<file path="config.mk">
export PLATFORM = sky130hd
export DESIGN_NAME = obj_tile_draw
export DESIGN_NICKNAME = d
export VERILOG_FILES = /design/src/hw/obj_pkg.sv /design/src/hw/obj_tile_draw.sv
export SDC_FILE = /design/constraint.sdc
export NUM_CORES = 1
export LEC_CHECK = 0
export BUFFER_PORTS_ARGS = -buffer_cell sky130_fd_sc_hd__buf_2
export CAP_MARGIN = 5
export CORE_UTILIZATION = 55
export DETAILED_ROUTE_END_ITERATION = 12
export PLACE_DENSITY = 0.89
export SETUP_SLACK_MARGIN = 0.4
export SKIP_LAST_GASP = 1
export SLEW_MARGIN = 20
export SYNTH_ARGS = -nofsm -noshare
export SYNTH_HDL_FRONTEND = slang
export SYNTH_SLANG_ARGS = --single-unit
</file>
<file path="constraint.sdc">
create_clock -name clk -period 4.9 [get_ports clk]
set_input_delay 0.49 -clock clk [delete_from_list [all_inputs] [get_ports clk]]
set_output_delay 0.49 -clock clk [all_outputs]
set_load 0.02 [all_outputs]
</file>
<file path="src/hw/obj_pkg.sv">
// sprite engine widths
`default_nettype none

package obj_pkg;

    // object table entry, four 16-bit words
    localparam int obj_entry_w = 64;            // {attr, code, y, x}, x lowest
    localparam int field_w     = 16;            // one word of an entry

    // tiles
    localparam int tile_px = 16;                // pixels per tile side
    localparam int sub_w   = $clog2(tile_px);   // row / column inside a tile
    localparam int pix_w   = 4;                 // pixel index
    localparam logic [pix_w-1:0] pix_clear = '1; // index 15 is see-through

    // line buffer
    localparam int pal_w   = 5;                 // attr[4:0]
    localparam int lbuf_aw = 9;                 // 512 positions
    localparam int lbuf_dw = 1 + pal_w + pix_w; // {valid, pal, pix}
    localparam int hpos_w  = lbuf_aw + 1;       // top bit set means off the line

    // graphics rom
    localparam int gfx_w  = tile_px * pix_w;    // one tile row, pixel 0 lowest
    localparam int gfx_aw = field_w + sub_w;    // {code, vsub}

endpackage

`default_nettype wire

</file>
<file path="src/hw/obj_tile_draw.sv">
// tile row drawer
`default_nettype none
`timescale 1ns/10ps

module obj_tile_draw import obj_pkg::*; (
    input  logic               clk,
    input  logic               rst,
    // command from the scanner
    input  logic               dr_start,
    input  logic [field_w-1:0] dr_code,
    input  logic [lbuf_aw-1:0] dr_hpos,
    input  logic [sub_w-1:0]   dr_vsub,
    input  logic [pal_w-1:0]   dr_pal,
    input  logic               dr_hflip,
    output logic               dr_idle,
    // graphics rom, data one cycle after address
    output logic [gfx_aw-1:0]  gfx_addr,
    input  logic [gfx_w-1:0]   gfx_data,
    // line buffer write
    output logic               lb_we,
    output logic [lbuf_aw-1:0] lb_addr,
    output logic [lbuf_dw-1:0] lb_data
);

    typedef enum logic [1:0] {dw_idle, dw_req, dw_fetch, dw_write} draw_st_t;

    draw_st_t           st;
    logic [lbuf_aw-1:0] hpos_r;
    logic [pal_w-1:0]   pal_r;
    logic               hflip_r;
    logic [gfx_w-1:0]   row;   // tile row being drawn
    logic [sub_w-1:0]   px;    // screen pixel within the tile
    logic [sub_w-1:0]   sel;   // rom pixel for it
    logic [pix_w-1:0]   pix;

    assign dr_idle = st == dw_idle;
    assign sel     = hflip_r ? ~px : px;  // 15 - k when flipped
    assign pix     = row[sel*pix_w +: pix_w];
    assign lb_we   = st == dw_write && pix != pix_clear;  // skip see-through
    assign lb_addr = hpos_r + lbuf_aw'(px);               // wraps at 512
    assign lb_data = {1'b1, pal_r, pix};

    // req and fetch are the two rom cycles, then 16 writes
    always_ff @(posedge clk or posedge rst) begin
        if (rst) begin
            st <= dw_idle;
        end else begin
            case (st)
                dw_idle:  if (dr_start) st <= dw_req;
                dw_req:   st <= dw_fetch;
                dw_fetch: st <= dw_write;
                dw_write: if (&px) st <= dw_idle;
                default:  st <= dw_idle;
            endcase
        end
    end

    always_ff @(posedge clk) begin
        if (dr_idle && dr_start) begin
            gfx_addr <= {dr_code, dr_vsub};
            hpos_r   <= dr_hpos;
            pal_r    <= dr_pal;
            hflip_r  <= dr_hflip;
        end
        if (st == dw_fetch) begin
            row <= gfx_data;  // rom output valid this cycle
            px  <= '0;
        end else if (st == dw_write) begin
            px <= px + 1'b1;
        end
    end

endmodule

`default_nettype wire

</file>
==> run_results.csv <==
group,metric,value,unit
outcome,outcome,"complete, no violations",
grt,met3_usage,4.77,%
sta,finalHoldViolCount,0,
finish,final_cell_mix,"buf_2 (141), edfxtp_1 (99), mux2i_1 (17), nand2_1 (15)",
power_and_ir_drop,p_per_area,533,nW/um2
synthesis,postSynthNetCount,403,
synthesis,async_flop_share,1.90,%
clock_tree,cts_resized,0,
setup_path,critical_path_required,4.41,ns
synthesis,synth_ff_type,"edfxtp_1",
setup_path,cpPeakStageDelay,0.95,ns
setup_path,rr_startpoint,"st[0]$_DFFE_PP0P_",
die,ioPinCount,143,
power_and_ir_drop,power.internal,0.00193,W
sta,fin_crit_sh,72.2,%
synthesis,avgSynthCellArea,16.0,um2
synthesis,syn_area,4680,um2
grt,overflow,0,
die,fp-row-count,33,
setup_path,reg2reg_to,"row[27]$_DFFE_PP_",
power_and_ir_drop,p_leak,2.20,nW
sta,maxSlewViolCount,0,
synthesis,yosysSeqAreaShare,66.3,%
synthesis,synth_seq_cells,105,
grt,grt_pass1_vias,3121,
clock_tree,insertion_delay,0.36,ns
place,place_congestion,0.918,
grt,met1_usage,27.8,%
grt,use_met2,36.7,%
setup_path,startpoint_type,"flop",
route,ant_nets,0,
route,drc,0,
grt,grt.total_usage,22.6,%
setup_path,end_kind,"primary output",
sta,setup_viol,0,
clock_tree,ctsHtreeMaxLevel,3,
clock_tree,root_buffer,"clkbuf_8",
synthesis,yosysWarnings,0,
clock_tree,cts.sinks,105,
finish,nNetsFinal,548,
power_and_ir_drop,seq_power_share,47.6,%
hold_path,hold_end,"pal_r[1]$_DFFE_PP_",
power_and_ir_drop,netSwitchingPower,0.00109,W
power_and_ir_drop,power,0.00302,W
power_and_ir_drop,clockPowerShare,17.4,%
finish,drive_gt1_share,41.4,%
hold_path,hold_class,"primary input to flop",
finish,stdcell_count,547,
setup_path,crit_buf_inv,2,
die,core_area,8220,um2
setup_path,cp_slowest_cell,"edfxtp_1",
finish,final_common_cell,"buf_2",
grt,antenna_found_initial,0,
sta,hold_slack,0.287,ns
setup_path,worst-setup-path-type,"flop to primary output",
setup_path,reg2reg_slack,3.17,ns
synthesis,synth_edf_count,99,
setup_path,path_cells,"buf_4 > xnor2_2 > nand2_1 > nand4b_1 > o22ai_1 > a31oi_2 > a41oi_2 > buf_2",
power_and_ir_drop,swShare,36.0,%
finish,antennaDiodeCount,0,
sta,skew,0.00945,ns
setup_path,path_max_fanout,20,
place,port-buffer-count,141,
setup_path,critPathTopFamily,"flip-flops",
grt,gr-max-usage-layer,"met2",
clock_tree,cts_made_buffers,9,
hold_path,hp-start,"dr_pal[1]",
hold_path,min_path_cells,1,
sta,period_needed,3.54,ns
grt,grt_max_degree,70,
sta,tns,0,ns
sta,worst_pin_slew,0.908,ns
run,maxCapViolations,0,
die,die_area,8890,um2
grt,grt_pass1_wl,14700,um
finish,post-route-util,68.9,%
power_and_ir_drop,ir_drop,273,uV
setup_path,arrival,3.05,ns
power_and_ir_drop,combPwrFrac,35.0,%
route,routed_via_density,5.75,
die,fp.dieW,94.3,um
clock_tree,cts_buffer_depth,2,
die,initial_core_util,57.0,%
die,die_h,94.3,um
place,hpwl,6910,um
finish,syn2layout_area_growth,21.0,%
clock_tree,clk_pin_slew,0.10,ns
route,drt_iter0_markers,281,
synthesis,netlist_instances,292,
clock_tree,cts_tree,"yes",
route,avgRoutedWirePerCell,17.5,um
route,drt_pass1_iterations,4,
route,vias,3146,
route,wirelength,9570,um
sta,slew_headroom,39.5,%
sta,max_freq,0.283,GHz
synthesis,synth.distinct_cells,49,
sta,rsz0062_at_grt,"no",
place,dpl.cell_count,530,
setup_path,r2r_cells,3,
-- cells by family after synthesis --
logic type,Yosys count,share of synthesized area [%]
flops,105,66.3
other cells,1,0.0801
fa+ha+maj,9,2.57
mux,34,11.2
simple gates,61,6.76
xor+xnor,12,2.41
compound gates,48,7.70
buf+inv,22,3.05
-- layout make-up --
type,instances,area (um2)
well taps,105,131
multi-input cells,165,1440
inverters,7,26.3
fillers,565,2550
clock buffers,10,128
flip-flops and latches,105,3100
clock inverters,6,66.3
repair buffers,149,768
-- stage by stage --
| step | setup slack [ns] | area [um2] |
|---|---|---|
| after floorplan | 2.36 | 4680 |
| after global placement | 1.78 | 5460 |
| after detailed placement | 1.72 | 5460 |
| after CTS | 1.30 | 5660 |
| after global routing | 1.15 | 5660 |
| final | 1.36 | 5660 |
-- how the worst max path moves through the flow --
stage | from | to | slack [ns] | cells after the start
3_3_place_gp | px[2]$_SDFFE_PP0N_ | lb_we | 1.78 | 6
3_5_place_dp | px[2]$_SDFFE_PP0N_ | lb_we | 1.72 | 6
4_1_cts | px[2]$_SDFFE_PP0N_ | lb_we | 1.30 | 6
6_report | hflip_r$_DFFE_PP_ | lb_we | 1.36 | 8
5_1_grt | hflip_r$_DFFE_PP_ | lb_we | 1.15 | 8
2_1_floorplan | px[1]$_SDFFE_PP0N_ | lb_we | 2.36 | 7
-- layer usage --
metal,up-vias,wire [um]
li1,1457,-
met1,1521,3860
met2,127,4830
met3,41,461
met4,0,422
met5,-,0
-- what timing repair did --
| action | CTS | global route |
|---|---|---|
| endpoints found under the hold margin | 2 | 0 |
| hold buffers | 1 | 0 |
| buffers inserted | 0 | 0 |
-- state kept, by name (all words and copies together), names as in the netlist --
name,flops
hpos_r,9
gfx_addr,20
pal_r,5
row,64
st,2
px,4
hflip_r,1
-- cell usage after synthesis, drive strengths merged, types with 2 or more instances --
master	instances	share of area (%)
a21o	2	0.32
a21oi	5	0.53
a22oi	8	1.3
a31oi	7	1.1
a32oi	10	1.9
and3	2	0.27
buf	14	2.4
dfrtp	2	1.1
dfxtp	4	1.7
edfxtp	99	63
ha	8	2.1
inv	7	0.56
mux2	3	0.72
mux2i	17	3.6
mux4	14	6.8
nand2	15	1.2
nand3	8	0.86
nand4	6	0.80
nor2	13	1.0
nor2b	4	0.53
nor3	2	0.21
nor3b	6	0.96
o21ai	4	0.43
o22ai	4	0.53
o311ai	2	0.37
xnor2	6	1.3
xor2	6	1.1
-- power by group through the flow --
stage               clock network (W)  logic (W)  registers [W]
global route                 0.000563    0.00114        0.00146
CTS                          0.000532    0.00105        0.00144
global placement                    0    0.00101        0.00144
finish                       0.000524    0.00106        0.00144
detailed placement                  0    0.00105        0.00145
floorplan                           0   0.000765        0.00143
No activity file was read; power rests on OpenSTA's default activity.
