===== config.mk =====
export PLATFORM = sky130hd
export DESIGN_NAME = obj_line_scan
export DESIGN_NICKNAME = d
export VERILOG_FILES = /design/src/hw/obj_pkg.sv /design/src/hw/obj_tile_match.sv /design/src/hw/obj_line_scan.sv
export SDC_FILE = /design/constraint.sdc
export NUM_CORES = 1
export LEC_CHECK = 0
export ABC_AREA = 0
export BUFFER_PORTS_ARGS = -buffer_cell sky130_fd_sc_hd__buf_2
export CAP_MARGIN = 10
export CORE_MARGIN = 2
export CORE_UTILIZATION = 55
export CTS_BUF_LIST = sky130_fd_sc_hd__clkbuf_16
export CTS_CLUSTER_DIAMETER = 30
export DETAILED_ROUTE_END_ITERATION = 12
export PLACE_DENSITY = 0.81
export SETUP_SLACK_MARGIN = 0.4
export SLEW_MARGIN = 40
export SYNTH_ARGS = -nofsm -noshare
export SYNTH_HDL_FRONTEND = slang
export SYNTH_SLANG_ARGS = --single-unit

===== constraint.sdc =====
create_clock -name clk -period 5.7 [get_ports clk]
set_input_delay 0.285 -clock clk [delete_from_list [all_inputs] [get_ports clk]]
set_output_delay 0.285 -clock clk [all_outputs]
set_load 0.02 [all_outputs]

===== src/hw/obj_pkg.sv =====
// sprite engine widths
`default_nettype none

package obj_pkg;

    // object table entry, four 16-bit words
    localparam int obj_entry_w = 64;            // {attr, code, y, x}, x lowest
    localparam int field_w     = 16;            // one word of an entry

    // tiles
    localparam int tile_px = 16;                // pixels per tile side
    localparam int sub_w   = $clog2(tile_px);   // row / column inside a tile
    localparam int pix_w   = 4;                 // pixel index
    localparam logic [pix_w-1:0] pix_clear = '1; // index 15 is see-through

    // line buffer
    localparam int pal_w   = 5;                 // attr[4:0]
    localparam int lbuf_aw = 9;                 // 512 positions
    localparam int lbuf_dw = 1 + pal_w + pix_w; // {valid, pal, pix}
    localparam int hpos_w  = lbuf_aw + 1;       // top bit set means off the line

    // graphics rom
    localparam int gfx_w  = tile_px * pix_w;    // one tile row, pixel 0 lowest
    localparam int gfx_aw = field_w + sub_w;    // {code, vsub}

endpackage

`default_nettype wire


===== src/hw/obj_tile_match.sv =====
// object vertical hit test
`default_nettype none
`timescale 1ns/10ps

module obj_tile_match import obj_pkg::*; (
    input  logic               clk,
    input  logic [field_w-1:0] entry_y,
    input  logic [field_w-1:0] entry_code,
    input  logic [field_w-1:0] entry_attr,
    input  logic [lbuf_aw-1:0] line,
    input  logic [hpos_w-1:0]  off_y,
    output logic               inzone,
    output logic [sub_w-1:0]   vsub,
    output logic [field_w-1:0] code_mn
);

    logic [3:0]         tile_m;  // tiles down minus one
    logic [lbuf_aw-1:0] top;     // top edge on screen
    logic [lbuf_aw-1:0] row;     // line inside the object
    logic [3:0]         trow;    // tile row after vflip

    assign tile_m = entry_attr[15:12];

    // absolute objects ignore the scroll offset
    assign top = entry_attr[7] ? entry_y[lbuf_aw-1:0]
                               : entry_y[lbuf_aw-1:0] - off_y[lbuf_aw-1:0];
    assign row = line - top;  // wraps at 512

    // vflip walks the tile rows bottom up
    assign trow = entry_attr[6] ? tile_m - row[7:4] : row[7:4];

    always_ff @(posedge clk) begin
        inzone  <= row[lbuf_aw-1:sub_w] <= {1'b0, tile_m};  // row < 16*(m+1)
        vsub    <= row[sub_w-1:0];
        code_mn <= entry_code + {8'h00, trow, 4'h0};      // one code row is 16 codes
    end

endmodule

`default_nettype wire


===== src/hw/obj_line_scan.sv =====
// object table scanner
`default_nettype none
`timescale 1ns/10ps

module obj_line_scan import obj_pkg::*; #(
    parameter int table_aw = 8
) (
    input  logic                   clk,
    input  logic                   rst,
    input  logic                   start,
    input  logic [lbuf_aw-1:0]     line,       // line about to be shown
    input  logic [hpos_w-1:0]      off_x,
    input  logic [hpos_w-1:0]      off_y,
    // table side
    output logic                   scan_busy,
    output logic [table_aw-1:0]    scan_addr,
    input  logic [obj_entry_w-1:0] table_data,
    // drawer side
    input  logic                   dr_idle,
    output logic                   dr_start,
    output logic [field_w-1:0]     dr_code,
    output logic [lbuf_aw-1:0]     dr_hpos,
    output logic [sub_w-1:0]       dr_vsub,
    output logic [pal_w-1:0]       dr_pal,
    output logic                   dr_hflip,
    output logic                   line_done
);

    typedef enum logic [2:0] {
        st_idle, st_addr, st_data, st_match, st_issue, st_step, st_next, st_done
    } scan_st_t;

    scan_st_t           st;
    logic               start_d;
    logic               new_line;
    logic [lbuf_aw-1:0] line_r;
    logic [hpos_w-1:0]  offx_r, offy_r;

    logic [field_w-1:0] ent_x, ent_y, ent_code, ent_attr;
    logic               list_end;
    logic               inzone;
    logic [sub_w-1:0]   vsub;
    logic [field_w-1:0] code_mn;

    logic [hpos_w-1:0]  x_base;     // left edge of tile position 0
    logic [hpos_w-1:0]  hpos_full;
    logic [3:0]         tile_n;     // tiles across minus one
    logic [3:0]         pos;        // tile position on screen
    logic [3:0]         tile_idx;   // tile column in the code map
    logic               hflip_r;
    logic [pal_w-1:0]   pal_r;

    assign {ent_attr, ent_code, ent_y, ent_x} = table_data;
    assign list_end  = ent_y[15] || ent_attr[15:8] == 8'hff;
    assign new_line  = start && !start_d;
    assign hpos_full = x_base + {2'b00, pos, 4'h0};
    assign tile_idx  = hflip_r ? tile_n - pos : pos;  // hflip reverses the columns

    obj_tile_match u_match (
        .clk        ( clk        ),
        .entry_y    ( ent_y      ),
        .entry_code ( ent_code   ),
        .entry_attr ( ent_attr   ),
        .line       ( line_r     ),
        .off_y      ( offy_r     ),
        .inzone     ( inzone     ),
        .vsub       ( vsub       ),
        .code_mn    ( code_mn    )
    );

    // walk fsm, address is held for the whole entry so table_data stays put
    always_ff @(posedge clk or posedge rst) begin
        if (rst) begin
            st        <= st_idle;
            start_d   <= 1'b0;
            scan_busy <= 1'b0;
            scan_addr <= '0;
            dr_start  <= 1'b0;
            line_done <= 1'b0;
        end else begin
            start_d   <= start;
            dr_start  <= 1'b0;  // single cycle pulse
            line_done <= 1'b0;
            case (st)
                st_addr:  st <= st_data;  // ram reads the entry
                st_data: begin
                    if (list_end) begin
                        st        <= st_done;
                        scan_busy <= 1'b0;
                    end else begin
                        st <= st_match;
                    end
                end
                st_match: st <= inzone ? st_issue : st_next;
                st_issue: begin
                    if (dr_idle) begin
                        dr_start <= !hpos_full[hpos_w-1];  // off line, drop the tile
                        st       <= st_step;
                    end
                end
                // dr_idle is stale here, drawer has not seen the pulse yet
                st_step:  st <= (pos == tile_n) ? st_next : st_issue;
                st_next: begin
                    if (&scan_addr) begin
                        st        <= st_done;
                        scan_busy <= 1'b0;
                    end else begin
                        scan_addr <= scan_addr + 1'b1;
                        st        <= st_addr;
                    end
                end
                st_done: begin
                    if (dr_idle) begin  // last tile written out
                        line_done <= 1'b1;
                        st        <= st_idle;
                    end
                end
                default:  st <= st_idle;
            endcase
            if (new_line) begin  // a start edge always restarts from entry 0
                st        <= st_addr;
                scan_addr <= '0;
                scan_busy <= 1'b1;
            end
        end
    end

    // entry and command fields
    always_ff @(posedge clk) begin
        if (new_line) begin
            line_r <= line;
            offx_r <= off_x;
            offy_r <= off_y;
        end
        case (st)
            st_data: begin
                x_base  <= ent_attr[7] ? ent_x[hpos_w-1:0] : ent_x[hpos_w-1:0] - offx_r;
                tile_n  <= ent_attr[11:8];
                hflip_r <= ent_attr[5];
                pal_r   <= ent_attr[pal_w-1:0];
            end
            st_match: pos <= '0;
            st_issue: begin
                if (dr_idle) begin
                    dr_code  <= code_mn + {12'h000, tile_idx};
                    dr_hpos  <= hpos_full[lbuf_aw-1:0];
                    dr_vsub  <= vsub;
                    dr_pal   <= pal_r;
                    dr_hflip <= hflip_r;
                end
            end
            st_step: begin
                if (pos != tile_n) begin
                    pos <= pos + 4'd1;
                end
            end
            default: ;
        endcase
    end

    a_start_when_idle: assert property (@(posedge clk) disable iff (rst)
        dr_start |-> dr_idle)
        else $error("draw command issued to a busy drawer");

endmodule

`default_nettype wire


==> results_dict.tcl, run 1 <==
set metrics [dict create \
    yosys_warnings 0 \
    crit_path_end_kind "flop" \
    clk_pin_slew_ns 0.05 \
    hold_viol_final 0 \
    synth_top_cell_area_share_pct 40.7 \
    synth_nets 710 \
    grt_max_degree 33 \
    grt_use_total_pct 21.3 \
    synth_seq_cells 123 \
    p_sw_share_pct 30.5 \
    start_util_pct 56.2 \
    first_global_vias 4656 \
    grt_use_met2_pct 37.6 \
    cp_data_required_time_ns 6.00 \
    cts_buffer_depth 2 \
    p_int_uw 2160 \
    finalCritPeriodShare_pct 85.9 \
    ys_top_cells_by_area "edfxtp_1 41%, ha_1 9.6%, dfxtp_1 6.6%" \
    grt.busiest_layer "met2" \
    htreeDepth 4 \
    crit_arrival_ns 5.20 \
    min_delay_path_depth 1 \
    yosysSeqAreaShare_pct 53.1 \
    drt-vias-per-instance 5.32 \
    overflow 0 \
    ir_drop_mv 0.264 \
    cts.sinks 123 \
    cts_setup_buffers 0 \
    drt-initial-drc-count 160 \
    p_comb_share_pct 28.1 \
    grtUsageMet1_pct 24.4 \
    worst_pin_slew_ns 0.640 \
    insertion_delay_ns 0.42 \
    routedWlPerCell_microns 14.8 \
    globalRouteMet3Util_pct 6.43 \
    worstPathMaxFanout 3 \
    synth.distinct_cells 62 \
    setup_tns_ns 0 \
    hold_slack_ns 0.0397 \
    diodes 0 \
    remaining_drc_errors 0 \
    postSynth.asyncResetShare_pct 12.2 \
    crit_type "reg -> reg" \
    clkPwrFrac_pct 31.5 \
    port_buffers 129 \
    synth_largest_area_cell "edfxtp_1" \
    antenna_found_initial 0 \
    die_area_sq_um 12500 \
    numCtsBuffers 17 \
    cap_violations 0 \
    fin_crit_ns 4.90 \
    root_buffer "clkbuf_16" \
    vias 4567 \
    grt_pass1_wl_microns 21000 \
    areaGrowthSynthToFinish_pct 23.0 \
    synth_top_flop_cell "edfxtp_1" \
    cts_tree "done" \
    rows 39 \
    core-area_sq_um 11400 \
    finalClockSkew_ns 0.00809 \
    globalplace.congestion 0.859 \
    nets 856 \
    dpl.hpwl_microns 9660 \
    layout-drive-gt1-share_pct 24.9 \
    die_height_microns 112 \
    slew_headroom_pct 57.3 \
    io_pins 143 \
    max_freq_mhz 204 \
    netlist_instances 556 \
    synth_edf_count 87 \
    rsz0062_at_grt "no" \
    outcome "complete, no violations" \
    ant_nets 0 \
    critPathLaunchType "flop" \
    final-setup-viol-count 0 \
    powerDensity_nw_per_um2 394 \
    syn_area_sq_um 6420 \
    firstDrtPassIters 5 \
    final_max_slew_viol_count 0 \
    die_width_microns 112 \
    routed_wl_microns 12700 \
    p_switching_uw 948 \
    leakage_uw 0.00351 \
    holdCritPathClass "in -> reg" \
    sequentialPowerShare_pct 40.4 \
    r2r_cells 20 \
    synth.avg_cell_area_sq_um 11.5 \
]
[critical path, cell delays in order (launching register included)]
cell and delay [ns]:
edfxtp_1 0.37, ha_1 0.22, fa_1 0.42, and2b_2 0.22, o21ai_0 0.12, o21ai_0 0.12
ha_1 0.35, o21ai_1 0.11, a21boi_2 0.21, o21ai_1 0.12, and2_2 0.26, xnor2_2 0.19
fa_1 0.46, a221oi_2 0.38, ha_1 0.30, a21o_1 0.17, a21oi_1 0.23, nor2b_1 0.09
nor2_1 0.20, nor2b_1 0.09, xor2_1 0.14
[logic make-up (layout without fill, tap and decap cells)]
| family | after synthesis | after routing | synth area share [%] |
|---|---|---|---|
| AO/OA/AOI/OAI | 105 | 105 | 11.1 |
| XOR/XNOR | 54 | 54 | 7.37 |
| adder cells (fa/ha/maj) | 57 | 57 | 12.0 |
| buffers and inverters | 68 | 227 | 4.09 |
| flip-flops | 123 | 123 | 53.1 |
| multiplexers | 8 | 8 | 1.27 |
| AND/OR/NAND/NOR | 141 | 141 | 11.0 |
[state kept, by name, indices dropped and copies added (netlist names), 3 cells and up]
name	flops
dr_code	16
u_match.code_mn	16
offx_r	10
x_base	10
dr_hpos	9
line_r	9
offy_r	9
scan_addr	8
dr_pal	5
pal_r	5
dr_vsub	4
pos	4
tile_n	4
u_match.vsub	4
st	3
[per-layer routing]
layer / vias up / routed length (microns)
li1: 2273 / -
met1: 2158 / 5230
met2: 111 / 6580
met3: 25 / 648
met4: 0 / 275
met5: - / 0
[power groups by stage]
stage	clock network (uW)	registers (uW)	logic, uW
2_1_floorplan	0	1290	606
3_3_place_gp	0	1260	807
3_5_place_dp	0	1270	853
4_1_cts	999	1260	864
5_1_grt	1040	1270	979
6_report	979	1260	875
[worst paths after layout]
check / from / end / slack, ns
min reg2reg: u_match.vsub[3] / dr_vsub[3] / 0.40
max: offy_r[0] / u_match.code_mn[11] / 0.80
max reg2reg: offy_r[0] / u_match.code_mn[11] / 0.80
max in group asynchronous: rst / scan_addr[2] / 4.79
min in group asynchronous: rst / start_d / 0.50
min: off_x[4] / offx_r[4] / 0.04
[layout by cell type, fill, tap and decap left out, types with 5 or more instances in the layout]
| master | Yosys | layout |
|---|---|---|
| a21oi_1 | 26 | 26 |
| and3_1 | 6 | 6 |
| dlygate4sd3_1 | 0 | 6 |
| nand4_1 | 9 | 9 |
| mux2i_1 | 7 | 7 |
| xor2_1 | 21 | 21 |
| clkbuf_16 | 0 | 17 |
| o21ai_1 | 9 | 9 |
| nor2b_1 | 11 | 10 |
| nand2_1 | 33 | 33 |
| inv_1 | 58 | 61 |
| a21o_1 | 14 | 14 |
| ha_1 | 49 | 48 |
| buf_2 | 3 | 129 |
| clkinv_2 | 0 | 5 |
| nand3_1 | 12 | 12 |
| edfxtp_1 | 87 | 87 |
| fa_1 | 8 | 8 |
| nor3_1 | 6 | 5 |
| nor2_1 | 40 | 39 |
| dfrtp_1 | 15 | 15 |
| o21ai_0 | 18 | 18 |
| xnor2_1 | 33 | 30 |
| dfxtp_1 | 21 | 21 |
[stage by stage]
step                      instances  total power [uW]  setup slack (ns)  cell area (sq um)  util (%)
after floorplan                 556              1890              1.11               6420         -
after global placement          819              2070             0.702               7220      63.2
final                           858              3110             0.804               7900      69.2
after detailed placement        820              2120             0.501               7240      63.4
after global routing            858              3290             0.404               7900      69.2
after CTS                       858              3120             0.532               7850      68.7
[cell type report]
cell class,instances,area (sq um)
Timing Repair Buffer,137,728
Inverter,58,218
Clock inverter,15,120
Tap cell,143,179
Clock buffer,17,425
Fill cell,863,3520
Multi-Input combinational cell,365,2820
Sequential cell,123,3410
[synthesized netlist by cell type, types with 6 or more instances]
cell	number
edfxtp_1	87
inv_1	58
ha_1	49
nor2_1	40
nand2_1	33
xnor2_1	33
a21oi_1	26
dfxtp_1	21
xor2_1	21
o21ai_0	18
dfrtp_1	15
a21o_1	14
nand3_1	12
nor2b_1	11
nand4_1	9
o21ai_1	9
fa_1	8
mux2i_1	7
and3_1	6
clkbuf_1	6
nor3_1	6
[repair_timing]
item | CTS | global route
hold endpoints to repair | 20 | 0
hold buffers | 6 | 0
setup endpoints to repair | 0 | 7
gates resized for setup | 0 | 9
Power figures use the tool's default switching activity.
==> run 2, diff against run 1 <==
--- a/config.mk
+++ b/config.mk
@@ -8,12 +8,14 @@
 export ABC_AREA = 0
 export BUFFER_PORTS_ARGS = -buffer_cell sky130_fd_sc_hd__buf_2
 export CAP_MARGIN = 10
+export CELL_PAD_IN_SITES_DETAIL_PLACEMENT = 0
+export CELL_PAD_IN_SITES_GLOBAL_PLACEMENT = 1
 export CORE_MARGIN = 2
-export CORE_UTILIZATION = 55
+export CORE_UTILIZATION = 43
 export CTS_BUF_LIST = sky130_fd_sc_hd__clkbuf_16
 export CTS_CLUSTER_DIAMETER = 30
 export DETAILED_ROUTE_END_ITERATION = 12
-export PLACE_DENSITY = 0.81
+export PLACE_DENSITY_LB_ADDON = 0.1
 export SETUP_SLACK_MARGIN = 0.4
 export SLEW_MARGIN = 40
 export SYNTH_ARGS = -nofsm -noshare
==> run 2 against run 1 <==
Core utilization is 14 points lower. Combinational power is 0.7% lower. Routed wire length is 2.0% lower. Setup slack worse by 0.0098 ns. Cell area is 2.3% higher. Sequential power hardly changed. Maximum frequency is 0.20% lower. Flip-flop and latch count stayed put. Clock skew is 0.00077 ns lower.
==> results_dict.tcl, run 2 (synthesized netlist as in run 1, its figures left out) <==
set metrics [dict create \
    rows 44 \
    cp_common_cell "ha_1" \
    worst_pin_slew_ns 0.602 \
    cts_tree "done" \
    die_height_microns 126 \
    cap_violations 0 \
    largestRegisters "dr_code: 16 flops, u_match.code_mn: 16 flops" \
    grt.busiest_layer "met2" \
    p_sw_share_pct 29.5 \
    critPathLaunchType "flop" \
    p_int_uw 2310 \
    crit_type "reg -> reg" \
    finalCritPeriodShare_pct 86.1 \
    place_ws_ns 0.595 \
    clk_pin_slew_ns 0.05 \
    port_buffers 129 \
    max_freq_mhz 204 \
    final-setup-viol-count 0 \
    crit_slowest_cell "fa_1" \
    first_global_vias 4380 \
    total_power_uw 3280 \
    grt_pass1_wl_microns 20400 \
    path_delay_family "adder cells" \
    grt_use_total_pct 16.5 \
    drt-initial-drc-count 200 \
    root_buffer "clkbuf_16" \
    final_cell_mix "129 x buf_2, 87 x edfxtp_1, 60 x inv_1, 48 x ha_1, 39 x nor2_1" \
    clkPwrFrac_pct 35.1 \
    nets 858 \
    hold_viol_final 0 \
    layout-drive-gt1-share_pct 25.7 \
    powerDensity_nw_per_um2 406 \
    p_switching_uw 965 \
    final_common_cell "buf_2" \
    die_area_sq_um 15900 \
    firstDrtPassIters 4 \
    cts_buffer_depth 2 \
    crit_arrival_ns 5.24 \
    worstPathMaxFanout 3 \
    remaining_drc_errors 0 \
    drt-vias-per-instance 4.99 \
    ir_drop_mv 0.305 \
    path_cells "ha_1, fa_1, and2b_2, o21ai_0, o21ai_0, ha_1, o21ai_1, a21boi_2, o21ai_1, and2_2, xnor2_2, ha_1, a21o_1, a21oi_1, xnor2_1, a211oi_1, nand3b_1, ha_1, nor2b_1, nor2_1, nor3b_1, xor2_1" \
    cts.sinks 123 \
    areaGrowthSynthToFinish_pct 25.8 \
    sequentialPowerShare_pct 38.4 \
    die_width_microns 126 \
    rsz0062_at_grt "no" \
    htreeDepth 4 \
    grt_max_degree 31 \
    path_buf_inv 0 \
    p_comb_share_pct 26.5 \
    cts_setup_buffers 0 \
    start_util_pct 44.2 \
    finalClockSkew_ns 0.00732 \
    final_max_slew_viol_count 0 \
    crit_path_end_kind "flop" \
    cpPeakStageDelay_ns 0.43 \
    io_pins 143 \
    grt_use_met2_pct 27.4 \
    routedWlPerCell_microns 13.8 \
    core-area_sq_um 14500 \
    overflow 0 \
    diodes 0 \
    routed_wl_microns 12500 \
    vias 4495 \
    antenna_found_initial 0 \
    setup_tns_ns 0 \
    holdCritPathClass "in -> reg" \
    hold_slack_ns 0.0470 \
    fin_crit_ns 4.91 \
    cp_data_required_time_ns 6.04 \
    grtUsageMet1_pct 19.8 \
    insertion_delay_ns 0.41 \
    globalplace.congestion 0.860 \
    numCtsBuffers 17 \
    outcome "complete, no violations" \
    ant_nets 0 \
    dpl.hpwl_microns 9520 \
    slew_headroom_pct 59.8 \
    globalRouteMet3Util_pct 5.65 \
    fin_ws_ns 0.795 \
    leakage_uw 0.00356 \
]
==> run 2: timing repair <==
item / CTS / global route
hold endpoints to repair: 20 / 0
hold buffers: 6 / 0
endpoints found under the setup margin: 0 / 7
gates resized for setup: 0 / 9
==> run 2: worst reg2reg max path, delay by kind of cell, from the launching register on <==
family / cells / cell delay [ns]
compound gates: 8 / 1.24
xor+xnor: 3 / 0.41
fa+ha+maj: 5 / 1.65
flops: 1 / 0.38
simple gates: 6 / 1.14
==> run 2: per-layer routing <==
| metal | routed length, microns | share of wire, % | vias up |
|---|---|---|---|
| li1 | - | - | 2280 |
| met1 | 5520 | 44 | 2089 |
| met2 | 6040 | 48 | 110 |
| met3 | 679 | 5.4 | 16 |
| met4 | 233 | 1.9 | 0 |
| met5 | 0 | 0 | - |
==> run 2: power groups by stage <==
| stage | Sequential (uW) | Clock (uW) | Combinational, uW |
|---|---|---|---|
| final | 1260 | 1150 | 869 |
| after global placement | 1270 | 0 | 833 |
| after global routing | 1270 | 1220 | 990 |
| after CTS | 1260 | 1180 | 864 |
| after detailed placement | 1280 | 0 | 857 |
| after floorplan | 1290 | 0 | 606 |
==> run 2: area by class of cell <==
cell class	count	area (sq um)
Fill cell	1259	6460
Clock inverter	15	206
Clock buffer	17	425
Tap cell	184	230
Inverter	58	218
Timing Repair Buffer	139	763
Sequential cell	123	3410
Multi-Input combinational cell	365	2820
==> run 2: worst paths after layout <==
path / start / to / slack, ns / cells past startpoint
worst max-delay path: offy_r[0] / u_match.code_mn[15] / 0.79 / 22
worst min-delay path: off_y[7] / offy_r[7] / 0.05 / 1
worst max register to register: offy_r[0] / u_match.code_mn[15] / 0.79 / 22
worst min register to register: u_match.vsub[0] / dr_vsub[0] / 0.40 / 0
max in group asynchronous: rst / scan_busy / 4.81 / 3
min in group asynchronous: rst / scan_addr[0] / 0.50 / 3
==> run 2: metrics by stage <==
stage / instances / utilization, % / cell area [sq um]
floorplan: 556 / - / 6420
global placement: 861 / 50.1 / 7280
detailed placement: 863 / 50.4 / 7330
CTS: 901 / 55.2 / 8020
global route: 901 / 55.6 / 8080
finish: 901 / 55.6 / 8080
==> run 3, diff against run 2 <==
--- a/config.mk
+++ b/config.mk
@@ -10,7 +10,7 @@
 export CAP_MARGIN = 10
 export CELL_PAD_IN_SITES_DETAIL_PLACEMENT = 0
 export CELL_PAD_IN_SITES_GLOBAL_PLACEMENT = 1
-export CORE_MARGIN = 2
+export CORE_MARGIN = 5
 export CORE_UTILIZATION = 43
 export CTS_BUF_LIST = sky130_fd_sc_hd__clkbuf_16
 export CTS_CLUSTER_DIAMETER = 30
==> run 3 against run 2 <==
Critical path depth decreased by 1. Worst hold slack improved by 0.0012 ns. Clock skew increased by 0.00086 ns. Combinational power shrank 1%. Critical path type unchanged. First-iteration DRC count shrank 26%. Count of clock-buffer cells in the layout unchanged. Non-clock buffer count is 1 lower. Setup slack gained 0.044 ns. Sequential power is essentially flat. Maximum frequency up 0.91%. Routed wire length rose by 1.1%. Register-to-register slack better by 0.04 ns.
==> results_dict.tcl, run 3 (synthesized netlist as in run 1, its figures left out) <==
set metrics [dict create \
    outcome "complete, no violations" \
    crit_path_end_kind "flop" \
    finalCritPeriodShare_pct 85.3 \
    multi_input_area_sq_um 2800 \
    crit_arrival_ns 5.15 \
    layout-drive-gt1-share_pct 25.1 \
    crit_end "u_match.code_mn[15]" \
    place_area_sq_um 7320 \
    io_pins 143 \
    diodes 0 \
    hold_viol_final 0 \
    critPathLaunchType "flop" \
    die_area_sq_um 17500 \
    grt_use_total_pct 14.9 \
    hold_slack_ns 0.0482 \
    core-area_sq_um 14600 \
    cts_tree "done" \
    p_switching_uw 958 \
    start_util_pct 44.0 \
    rsz0062_at_grt "no" \
    remaining_drc_errors 0 \
    areaGrowthSynthToFinish_pct 24.2 \
    holdCritPathClass "in -> reg" \
    reg2reg_from "offy_r[0]" \
    powerDensity_nw_per_um2 392 \
    leakage_uw 0.00351 \
    p_int_uw 2170 \
    r2r_setup_slack_ns 0.84 \
    clk_pin_slew_ns 0.06 \
    final_cell_mix "129 x buf_2, 87 x edfxtp_1, 59 x inv_1, 48 x ha_1, 39 x nor2_1" \
    regArea_sq_um 3410 \
    cap_violations 0 \
    globalplace.congestion 0.830 \
    fillers 1291 \
    first_global_vias 4480 \
    total_power_uw 3120 \
    antenna_found_initial 0 \
    cp_data_required_time_ns 5.99 \
    root_buffer "clkbuf_16" \
    worst_pin_slew_ns 0.646 \
    ir_drop_mv 0.217 \
    vias 4427 \
    slew_headroom_pct 56.8 \
    overflow 0 \
    crit_start "offy_r[0]" \
    max_freq_mhz 206 \
    sequentialPowerShare_pct 40.3 \
    die_height_microns 132 \
    die_width_microns 132 \
    insertion_delay_ns 0.41 \
    r2r_cells 21 \
    rows 44 \
    worstPathMaxFanout 3 \
    clkPwrFrac_pct 32.3 \
    numCtsBuffers 17 \
    setup_tns_ns 0 \
    final_max_slew_viol_count 0 \
    timing.rr.end "u_match.code_mn[15]" \
    drt-initial-drc-count 149 \
    firstDrtPassIters 4 \
    dpl.hpwl_microns 9760 \
    finalClockSkew_ns 0.00818 \
    nets 857 \
    place_ws_ns 0.561 \
    fin_area_sq_um 7970 \
    port_buffers 129 \
    grt_pass1_wl_microns 21000 \
    routedWlPerCell_microns 14.0 \
    fin_crit_ns 4.86 \
    routed_wl_microns 12600 \
    htreeDepth 4 \
    largestRegisters "dr_code: 16 flops, u_match.code_mn: 16 flops" \
    fin_ws_ns 0.839 \
    p_sw_share_pct 30.7 \
    drt-vias-per-instance 4.92 \
    crit_type "reg -> reg" \
    cts.sinks 123 \
    final-setup-viol-count 0 \
    cts_buffer_depth 2 \
    p_comb_share_pct 27.5 \
    grt_max_degree 31 \
    final_common_cell "buf_2" \
    ant_nets 0 \
]
## run 3: how the worst min path moves through the flow
stage                         from                 end  cells after the start
floorplan                      rst            dr_start                      1
global placement               rst            dr_start                      2
detailed placement  table_data[35]  u_match.code_mn[3]                      1
CTS                        line[6]           line_r[6]                      1
global route              off_x[7]           offx_r[7]                      1
finish                    off_y[7]           offy_r[7]                      1
## run 3: what timing repair did
action,CTS,global route
setup buffers,0,0
hold buffers,6,0
endpoints found under the setup margin,0,7
resized for setup,0,4
hold endpoints to repair,20,0
## run 3: worst max-delay path: stages (launching register included)
cell	delay, ns
edfxtp_1	0.36
ha_1	0.22
fa_1	0.42
and2b_2	0.21
o21ai_0	0.12
o21ai_0	0.11
ha_1	0.34
nor2b_1	0.16
o21ai_0	0.15
nand2b_1	0.08
xnor2_1	0.25
inv_1	0.08
ha_1	0.22
fa_1	0.46
a221oi_2	0.38
ha_1	0.30
a21o_1	0.18
a21oi_1	0.21
nor2b_1	0.08
nor2_1	0.18
nor3b_1	0.09
xor2_1	0.14
## run 3: power groups by stage
stage	logic (uW)	registers [uW]	clock network, uW
global route	979	1280	1080
floorplan	606	1290	0
finish	859	1260	1010
global placement	830	1270	0
detailed placement	859	1280	0
CTS	868	1260	1040
## run 3: layout make-up
class	count	share of cell area, %
well taps	184	2.89
flip-flops and latches	123	42.8
clock inverters	15	1.68
multi-input cells	365	35.1
inverters	58	2.73
clock buffers	17	5.34
repair buffers	138	9.48
## run 3: per-layer routing
layer	up-vias	part of all wire, %	global-route usage [%]	wire (microns)
li1	2273	-	-	-
met1	2043	44	18.4	5590
met4	0	0.44	4.46	55
met3	4	6.4	5.19	812
met5	-	0	0	0
met2	107	49	24.6	6160
## run 3: stage by stage
stage	util, %	instances
final	54.6	900
after detailed placement	50.2	862
after global routing	54.6	900
after CTS	54.5	900
after global placement	49.8	860
after floorplan	-	556
